File: src/common/noc_consts.svh
`ifndef NOC_CONSTS_SVH
`define NOC_CONSTS_SVH

// ==========================================================================
// Router output port sizing
// ==========================================================================
`define NOC_NUM_PORTS 5   // Local, North, East, West, South
`define NOC_FLIT_W    32
`define NOC_LEN_W     12

// ==========================================================================
// Register map, byte offsets
// ==========================================================================
`define NOC_REG_MASK  'h00
`define NOC_REG_CNT0  'h04  // Counters at 0x04..0x14, stride 4
`define NOC_REG_CLR   'h18

`endif

File: src/common/noc_pkg.sv
`default_nettype none

`include "noc_consts.svh"

package noc_pkg;

  // Input channel index, also the outPort encoding
  typedef enum logic [2:0] {
    Local = 3'd0,
    North = 3'd1,
    East  = 3'd2,
    West  = 3'd3,
    South = 3'd4
  } portIdxT;

  // Same code points as the router flit id
  typedef enum logic [2:0] {
    None = 3'd0,
    Head = 3'd1,
    Body = 3'd2,
    Tail = 3'd3
  } flitTypeT;

  // One-hot grant, all zeros is idle
  typedef logic [`NOC_NUM_PORTS-1:0] grantT;

endpackage

`default_nettype wire

File: src/arbiter/packetTimer.sv
`timescale 1ns/1ns
`default_nettype none

`include "noc_consts.svh"

module packetTimer (
  input  logic                   clk,
  input  logic                   rst,
  input  noc_pkg::flitTypeT      flitType,
  input  logic [`NOC_LEN_W-1:0]  length,
  input  logic                   run,
  output logic                   done
);

  logic [`NOC_LEN_W-1:0] limit;
  logic [`NOC_LEN_W-1:0] count;

  always_ff @(posedge clk)
  begin
    if (rst)
    begin
      limit <= '0;
      count <= '0;
    end
    else
    begin
      if (flitType == noc_pkg::Head)
        limit <= length;  // Packet length rides on the head flit
      if (run)
        count <= count + 1'b1;
      else
        count <= '0;
    end
  end

  assign done = (count == limit);

endmodule

`default_nettype wire

File: src/arbiter/portArbiter.sv
`timescale 1ns/1ns
`default_nettype none

`include "noc_consts.svh"

module portArbiter (
  input  logic                                       clk,
  input  logic                                       rst,
  input  logic [`NOC_NUM_PORTS-1:0]                  req,
  input  noc_pkg::flitTypeT [`NOC_NUM_PORTS-1:0]     flitType,
  input  logic [`NOC_NUM_PORTS-1:0][`NOC_LEN_W-1:0]  length,
  output noc_pkg::grantT                             grant
);

  noc_pkg::grantT              grantQ;
  noc_pkg::grantT              grantNext;
  logic [`NOC_NUM_PORTS-1:0]   run;
  logic [`NOC_NUM_PORTS-1:0]   done;
  logic [2:0]                  holder;

  // Channel offset steps away from base, wrapping past South
  function automatic logic [2:0] wrapIdx(input logic [2:0] base, input int offset);
    int sum;
    sum = int'(base) + offset;
    if (sum >= `NOC_NUM_PORTS)
      sum = sum - `NOC_NUM_PORTS;
    return sum[2:0];
  endfunction

  function automatic noc_pkg::grantT oneHot(input logic [2:0] idx);
    noc_pkg::grantT vec;
    vec = '0;
    vec[idx] = 1'b1;
    return vec;
  endfunction

  // ========================================================================
  // Per-channel packet timers
  // ========================================================================
  for (genvar i = 0; i < `NOC_NUM_PORTS; i++)
  begin : genTimer
    packetTimer timer_i (
      .clk      (clk),
      .rst      (rst),
      .flitType (flitType[i]),
      .length   (length[i]),
      .run      (run[i]),
      .done     (done[i])
    );
  end

  // ========================================================================
  // Grant selection
  // ========================================================================
  always_comb
  begin
    holder = 3'd0;
    for (int i = 0; i < `NOC_NUM_PORTS; i++)
      if (grantQ[i])
        holder = 3'(i);
  end

  always_comb
  begin
    grantNext = '0;
    run       = '0;
    if (grantQ == '0)
    begin
      // Idle, lowest index wins
      for (int i = `NOC_NUM_PORTS-1; i >= 0; i--)
        if (req[i])
          grantNext = oneHot(3'(i));
    end
    else if (req[holder] && !done[holder])
    begin
      grantNext    = grantQ;  // Keep the packet going
      run[holder]  = 1'b1;
    end
    else
    begin
      // Nearest requester after the holder, holder itself excluded
      for (int off = `NOC_NUM_PORTS-1; off >= 1; off--)
        if (req[wrapIdx(holder, off)])
          grantNext = oneHot(wrapIdx(holder, off));
    end
  end

  always_ff @(posedge clk)
  begin
    if (rst)
      grantQ <= '0;
    else
      grantQ <= grantNext;
  end

  assign grant = grantQ;

endmodule

`default_nettype wire

File: src/design/outputMux.sv
`timescale 1ns/1ns
`default_nettype none

`include "noc_consts.svh"

module outputMux (
  input  logic                                        clk,
  input  logic                                        rst,
  input  noc_pkg::grantT                              grant,
  input  logic [`NOC_NUM_PORTS-1:0]                   req,
  input  logic [`NOC_NUM_PORTS-1:0][`NOC_FLIT_W-1:0]  flit,
  output logic                                        outValid,
  output logic [`NOC_FLIT_W-1:0]                      outFlit,
  output noc_pkg::portIdxT                            outPort
);

  noc_pkg::portIdxT selIdx;
  logic             granted;

  // One-hot to index
  always_comb
  begin
    selIdx = noc_pkg::Local;
    for (int i = 0; i < `NOC_NUM_PORTS; i++)
      if (grant[i])
        selIdx = noc_pkg::portIdxT'(i);
  end

  assign granted = |grant;

  always_ff @(posedge clk)
  begin
    if (rst)
    begin
      outValid <= 1'b0;
      outPort  <= noc_pkg::Local;
    end
    else
    begin
      outValid <= granted & req[selIdx];
      if (granted)
        outPort <= selIdx;
    end
  end

  always_ff @(posedge clk)
  begin
    if (granted)
      outFlit <= flit[selIdx];  // Holds last flit while idle
  end

endmodule

`default_nettype wire

File: src/design/arbCfgRegs.sv
`timescale 1ns/1ns
`default_nettype none

`include "noc_consts.svh"

module arbCfgRegs (
  input  logic                       clk,
  input  logic                       rst,
  input  logic [31:0]                axiAwaddr,
  input  logic                       axiAwvalid,
  output logic                       axiAwready,
  input  logic [31:0]                axiWdata,
  input  logic [3:0]                 axiWstrb,
  input  logic                       axiWvalid,
  output logic                       axiWready,
  output logic [1:0]                 axiBresp,
  output logic                       axiBvalid,
  input  logic                       axiBready,
  input  logic [31:0]                axiAraddr,
  input  logic                       axiArvalid,
  output logic                       axiArready,
  output logic [31:0]                axiRdata,
  output logic [1:0]                 axiRresp,
  output logic                       axiRvalid,
  input  logic                       axiRready,
  input  noc_pkg::grantT             grant,
  output logic [`NOC_NUM_PORTS-1:0]  enMask
);

  localparam int DataW = 32;

  logic                                  wrTake;
  logic                                  rdTake;
  logic                                  clrHit;
  logic [DataW-1:0]                      rdMux;
  noc_pkg::grantT                        grantD;
  noc_pkg::grantT                        grantRise;
  logic [`NOC_NUM_PORTS-1:0][DataW-1:0]  grantCnt;

  // ========================================================================
  // Write channel
  // ========================================================================
  assign wrTake     = axiAwvalid & axiWvalid & ~axiBvalid;
  assign axiAwready = wrTake;
  assign axiWready  = wrTake;
  assign axiBresp   = 2'b00;  // Always OKAY
  assign clrHit     = wrTake && (axiAwaddr == `NOC_REG_CLR);

  always_ff @(posedge clk)
  begin
    if (rst)
    begin
      axiBvalid <= 1'b0;
      enMask    <= '1;
    end
    else
    begin
      if (wrTake)
        axiBvalid <= 1'b1;
      else if (axiBready)
        axiBvalid <= 1'b0;
      if (wrTake && axiAwaddr == `NOC_REG_MASK && axiWstrb[0])
        enMask <= axiWdata[`NOC_NUM_PORTS-1:0];
    end
  end

  // ========================================================================
  // Grant start counters
  // ========================================================================
  assign grantRise = grant & ~grantD;

  always_ff @(posedge clk)
  begin
    if (rst)
    begin
      grantD   <= '0;
      grantCnt <= '0;
    end
    else
    begin
      grantD <= grant;
      for (int i = 0; i < `NOC_NUM_PORTS; i++)
        if (clrHit)
          grantCnt[i] <= '0;
        else if (grantRise[i])
          grantCnt[i] <= grantCnt[i] + 1'b1;
    end
  end

  // ========================================================================
  // Read channel
  // ========================================================================
  assign rdTake     = axiArvalid & ~axiRvalid;
  assign axiArready = rdTake;
  assign axiRresp   = 2'b00;

  always_comb
  begin
    rdMux = '0;  // Unmapped reads as zero
    if (axiAraddr == `NOC_REG_MASK)
      rdMux = {{(DataW-`NOC_NUM_PORTS){1'b0}}, enMask};
    for (int i = 0; i < `NOC_NUM_PORTS; i++)
      if (axiAraddr == `NOC_REG_CNT0 + 4 * i)
        rdMux = grantCnt[i];
  end

  always_ff @(posedge clk)
  begin
    if (rst)
      axiRvalid <= 1'b0;
    else if (rdTake)
      axiRvalid <= 1'b1;
    else if (axiRready)
      axiRvalid <= 1'b0;
  end

  always_ff @(posedge clk)
  begin
    if (rdTake)
      axiRdata <= rdMux;
  end

endmodule

`default_nettype wire

File: src/design/routerOutPort.sv
`timescale 1ns/1ns
`default_nettype none

`include "noc_consts.svh"

module routerOutPort (
  input  logic                                        clk,
  input  logic                                        rst,
  input  logic [31:0]                                 axiAwaddr,
  input  logic                                        axiAwvalid,
  output logic                                        axiAwready,
  input  logic [31:0]                                 axiWdata,
  input  logic [3:0]                                  axiWstrb,
  input  logic                                        axiWvalid,
  output logic                                        axiWready,
  output logic [1:0]                                  axiBresp,
  output logic                                        axiBvalid,
  input  logic                                        axiBready,
  input  logic [31:0]                                 axiAraddr,
  input  logic                                        axiArvalid,
  output logic                                        axiArready,
  output logic [31:0]                                 axiRdata,
  output logic [1:0]                                  axiRresp,
  output logic                                        axiRvalid,
  input  logic                                        axiRready,
  input  logic [`NOC_NUM_PORTS-1:0]                   req,
  input  noc_pkg::flitTypeT [`NOC_NUM_PORTS-1:0]      flitType,
  input  logic [`NOC_NUM_PORTS-1:0][`NOC_LEN_W-1:0]   length,
  input  logic [`NOC_NUM_PORTS-1:0][`NOC_FLIT_W-1:0]  flit,
  output logic                                        outValid,
  output logic [`NOC_FLIT_W-1:0]                      outFlit,
  output noc_pkg::portIdxT                            outPort
);

  logic [`NOC_NUM_PORTS-1:0]  enMask;
  noc_pkg::grantT             grant;
  wire  [`NOC_NUM_PORTS-1:0]  reqGated;

  assign reqGated = req & enMask;  // Masked channels never compete

  arbCfgRegs arbCfgRegs_i (
    .clk        (clk),
    .rst        (rst),
    .axiAwaddr  (axiAwaddr),
    .axiAwvalid (axiAwvalid),
    .axiAwready (axiAwready),
    .axiWdata   (axiWdata),
    .axiWstrb   (axiWstrb),
    .axiWvalid  (axiWvalid),
    .axiWready  (axiWready),
    .axiBresp   (axiBresp),
    .axiBvalid  (axiBvalid),
    .axiBready  (axiBready),
    .axiAraddr  (axiAraddr),
    .axiArvalid (axiArvalid),
    .axiArready (axiArready),
    .axiRdata   (axiRdata),
    .axiRresp   (axiRresp),
    .axiRvalid  (axiRvalid),
    .axiRready  (axiRready),
    .grant      (grant),
    .enMask     (enMask)
  );

  portArbiter portArbiter_i (
    .clk      (clk),
    .rst      (rst),
    .req      (reqGated),
    .flitType (flitType),
    .length   (length),
    .grant    (grant)
  );

  outputMux outputMux_i (
    .clk      (clk),
    .rst      (rst),
    .grant    (grant),
    .req      (reqGated),
    .flit     (flit),
    .outValid (outValid),
    .outFlit  (outFlit),
    .outPort  (outPort)
  );

endmodule

`default_nettype wire

File: config.mk
export PLATFORM = sky130hd
export DESIGN_NAME = routerOutPort
export DESIGN_NICKNAME = d
export VERILOG_FILES = /design/src/common/noc_pkg.sv /design/src/arbiter/packetTimer.sv /design/src/arbiter/portArbiter.sv /design/src/design/outputMux.sv /design/src/design/arbCfgRegs.sv /design/src/design/routerOutPort.sv
export VERILOG_INCLUDE_DIRS = /design/src /design/src/common
export SDC_FILE = /design/constraint.sdc
export NUM_CORES = 1
export LEC_CHECK = 0
export BUFFER_PORTS_ARGS = -buffer_cell sky130_fd_sc_hd__buf_2
export CAP_MARGIN = 20
export CORE_MARGIN = 2
export CORE_UTILIZATION = 50
export DETAILED_ROUTE_END_ITERATION = 12
export GPL_ROUTABILITY_DRIVEN = 0
export PLACE_DENSITY = 0.75
export SLEW_MARGIN = 20
export SYNTH_ARGS = -nofsm -noshare
export SYNTH_HDL_FRONTEND = slang
export SYNTH_SLANG_ARGS = --single-unit
File: constraint.sdc
create_clock -name clk -period 9.7 [get_ports clk]
set_input_delay 0.97 -clock clk [delete_from_list [all_inputs] [get_ports clk]]
set_output_delay 0.97 -clock clk [all_outputs]
set_load 0.02 [all_outputs]
==> run_results.csv <==
group,metric,value,unit
worst_setup_path,critical_path.startpoint,"portArbiter_i.grant[3]$_SDFFE_PP0P_",
floorplanning,number_of_primary_i_o_pins,424,
timing,slew_headroom,38.4,%
floorplanning,die-width,194,um
place,buffer_ports.inserted,389,
worst_setup_path,cp_max_fo,58,
worst_setup_path,cp_data_arrival_time,5.02,ns
worst_setup_path,worstSetupEndpoint,"portArbiter_i.grant[4]$_SDFFE_PP0P_",
global_routing,grt_overflow,0,
floorplanning,core_region_area,0.0355,mm^2
timing,final_period_minus_worst_setup_slack,4.59,ns
cts,tritoncts_clock_tree,"built",
timing,final-max-slew-violation-count,0,
cts,clock_sink_count,365,
cts,clock_input_transition_at_the_sequential_cells_of_the_worst_setup_and_hold_paths,0.07,ns
place,dpl-instance-area,0.0203,mm^2
timing,tightestPinTransition,0.924,ns
cts,cts-root-buf,"sky130_fd_sc_hd__clkbuf_16",
worst_setup_path,regToRegSetupSlack,5.11,ns
global_routing,antenna_found_initial,9,
routing,detailedRoute.firstPassIterationCount,8,
cts,h-tree-depth,2,
timing,setup_viol_count_final,0,
yosys,synth_enable_flop_cells,64,
floorplanning,die-area,0.0375,mm^2
floorplanning,die_h,194,um
yosys,synth-seq-area-share,44.2,%
routing,drt_first_iter_violations,1411,
worst_setup_path,timing.critical_path.required,10.13,ns
pwr,sw_frac_of_total,35.3,%
global_routing,grt_pass1_vias,15294,
global_routing,grt_first_pass_wirelength,77.0,mm
pwr,p_leak,8.78,nW
finish,layout.cells.most_common_list,"sky130_fd_sc_hd__buf_2, sky130_fd_sc_hd__nor2_1, sky130_fd_sc_hd__dfxtp_1, sky130_fd_sc_hd__nand2_1, sky130_fd_sc_hd__xor2_1",
worst_setup_path,worstRegToRegCells,11,
flow_run,maxCapViolations,0,
pwr,intPower,3.18,mW
worst_setup_path,r2r_path_end,"portArbiter_i.grant[4]$_SDFFE_PP0P_",
routing,total_routed_wirelength,48.9,mm
routing,average_wire_length_per_cell_after_detail_routing,16.9,um
pwr,power.switching,1.74,mW
cts,cts_hold_buf,0,
cts,numCtsBuffers,40,
pwr,p_clk_share,31.3,%
worst_setup_path,cp-start-kind,"flop",
cts,clock_path_buffers,3,
hold_path,worst_hold_path_type,"flop to flop",
routing,via_per_inst,5.55,
yosys,postSynthCellCount,2050,
yosys,synth.ff_latch_count,365,
routing,antenna_left,0,
yosys,synth_ff_type,"sky130_fd_sc_hd__dfxtp_1",
yosys,synthesis.area_per_instance,8.78,um^2
timing,min_period_over_period,47.3,%
finish,nNetsFinal,2758,
finish,drive_gt1_share,22.2,%
yosys,asyncSetResetFlopFracSynth,0,%
worst_setup_path,timing_worst_setup_path_type,"flop to flop",
pwr,power-per-cell-area,227,mW/mm^2
timing,finClkSkew,0.0128,ns
yosys,synth_cell_type_count,71,
yosys,ys.warnings.count,0,
outcome,run_status,"completed",
routing,routed-via-count,16049,
global_routing,maximum_number_of_pins_on_one_net_before_global_route_repair,91,
global_routing,grt_usage,24.8,%
pwr,power_frac_seq,36.8,%
pwr,combinationalPowerShare,31.9,%
floorplanning,fp-row-count,69,
pwr,ir_worst_vdd,0.174,mV
finish,area_delta_synth_final,20.3,%
finish,final_common_cell,"sky130_fd_sc_hd__buf_2",
yosys,cell_area_synth,0.0180,mm^2
timing,rsz0062_at_grt,"no",
worst_setup_path,worst_setup_path_end_kind,"flop",
cts,post_cts_resize_count,0,
place,dp.final_hpwl,35.8,mm
cts,cts.repair_timing.setup_buffer_count,0,
cts,clkLatencyLatePin,0.53,ns
timing,setup-tns-final,0,ns
worst_setup_path,worst_r2r_startpoint,"portArbiter_i.grant[3]$_SDFFE_PP0P_",
timing,max_freq,218,MHz
timing,final_count_of_hold_timing_violations,0,
floorplanning,initial_core_util,50.7,%
finish,design_area,0.0216,mm^2
routing,drc_markers,0,
-- Yosys cell counts, drive strengths merged, types with 2 or more instances --
cell type	count	share of area, %
clkbuf	77	1.6
o31ai	2	0.083
a222oi	19	1.1
o211ai	7	0.29
nand2b	3	0.10
o21ai	87	2.4
nand3	115	3.2
nor2b	17	0.59
a31oi	8	0.28
mux2	45	2.8
ha	19	1.3
o21a	2	0.083
o311ai	2	0.097
mux2i	87	4.8
dfxtp	301	33
or4	6	0.25
and4b	3	0.17
nor2	384	8.1
and2b	2	0.083
a22oi	4	0.17
and2	8	0.28
o22ai	16	0.56
nor4	31	1.2
xnor2	82	4.0
nor3	22	0.76
and4	8	0.39
o2111ai	2	0.097
a221oi	2	0.097
xor2	165	8.0
nor3b	7	0.29
nand2	194	4.0
nand4	47	1.7
a311oi	4	0.19
a211oi	2	0.083
a21oi	62	1.7
or3	23	0.80
buf	26	0.75
edfxtp	64	11
o221ai	5	0.24
a211o	5	0.24
and3	47	1.6
inv	23	0.48
-- worst min-delay path by stage --
stage                                                          start                                                     to  cells past startpoint
2_1_floorplan  portArbiter_i.genTimer[3].timer_i.count[0]$_SDFF_PP0_  portArbiter_i.genTimer[3].timer_i.count[0]$_SDFF_PP0_                      1
3_3_place_gp                  arbCfgRegs_i.grantCnt[31]$_SDFFE_PP0P_                 arbCfgRegs_i.grantCnt[31]$_SDFFE_PP0P_                      2
3_5_place_dp   portArbiter_i.genTimer[1].timer_i.count[0]$_SDFF_PP0_  portArbiter_i.genTimer[1].timer_i.count[0]$_SDFF_PP0_                      1
4_1_cts                       arbCfgRegs_i.grantCnt[31]$_SDFFE_PP0P_                 arbCfgRegs_i.grantCnt[31]$_SDFFE_PP0P_                      2
5_1_grt        portArbiter_i.genTimer[0].timer_i.count[0]$_SDFF_PP0_  portArbiter_i.genTimer[0].timer_i.count[0]$_SDFF_PP0_                      1
6_report       portArbiter_i.genTimer[1].timer_i.count[0]$_SDFF_PP0_  portArbiter_i.genTimer[1].timer_i.count[0]$_SDFF_PP0_                      1
-- logic make-up after synthesis --
| family | Yosys count | share of synthesized area (%) |
|---|---|---|
| adders and majority gates | 19 | 1.32 |
| buffers and inverters | 127 | 2.86 |
| and+or+nand+nor | 922 | 23.8 |
| DFF | 365 | 44.2 |
| AOI/OAI and AO/OA | 237 | 8.20 |
| other | 1 | 0.0208 |
| xor gates and xnor gates | 247 | 12.0 |
| muxes | 132 | 7.65 |
-- metal layers --
layer  vias up  track usage (%)  wire [um]
li1       7805                -          -
met1      7489             31.6      19900
met2       627             42.4      23700
met3       124             5.04       4030
met4         4             7.38       1310
met5         -                0         14
-- cell type report --
cell class	instances	area, um^2
diodes	5	12.5
clock buffers	61	1220
clock inverters	13	133
fillers	3046	13800
inverters	24	90.1
multi-input cells	1561	9640
flip-flops and latches	365	7950
well taps	461	577
repair buffers	400	2030
-- per-stage QoR --
stage | setup WS, ns | std cells | hold slack [ns] | utilization, % | power (mW)
detailed placement | 5.30 | 2811 | 0.477 | 57.1 | 3.35
CTS | 5.28 | 2885 | 0.489 | 60.9 | 4.90
floorplan | 6.06 | 2053 | 0.447 | - | 2.88
global route | 4.96 | 2888 | 0.510 | 61.0 | 5.12
finish | 5.11 | 2890 | 0.488 | 61.0 | 4.92
global placement | 5.38 | 2811 | 0.466 | 57.1 | 3.31
-- flip-flops by register name (all words and copies together), names as in the netlist --
register,count
arbCfgRegs_i.grantCnt,160
portArbiter_i.genTimer.timer_i.count,60
portArbiter_i.genTimer.timer_i.limit,60
arbCfgRegs_i.axiRdata,32
outputMux_i.outFlit,32
arbCfgRegs_i.enMask,5
arbCfgRegs_i.grantD,5
portArbiter_i.grant,5
outputMux_i.outPort,3
arbCfgRegs_i.axiBvalid,1
arbCfgRegs_i.axiRvalid,1
outputMux_i.outValid,1
-- power groups by stage --
stage               clock, mW  combinational, mW  sequential (mW)
finish                   1.54               1.57             1.81
global placement            0               1.48             1.83
CTS                      1.56               1.53             1.81
global route             1.62               1.68             1.82
floorplan                   0              0.951             1.92
detailed placement          0               1.51             1.84
-- worst max-delay path: stages (launching register included) --
cell                       delay, ns
sky130_fd_sc_hd__dfxtp_1        0.52
sky130_fd_sc_hd__o21ai_4        0.21
sky130_fd_sc_hd__buf_4          0.47
sky130_fd_sc_hd__clkinv_1       0.57
sky130_fd_sc_hd__ha_1           0.71
sky130_fd_sc_hd__inv_1          0.26
sky130_fd_sc_hd__a311oi_1       0.55
sky130_fd_sc_hd__nor4bb_1       0.48
sky130_fd_sc_hd__nor3_1         0.11
sky130_fd_sc_hd__nor3_1         0.19
sky130_fd_sc_hd__nand3_1        0.13
sky130_fd_sc_hd__a311oi_1       0.28
No activity file was read; power rests on OpenSTA's default activity.
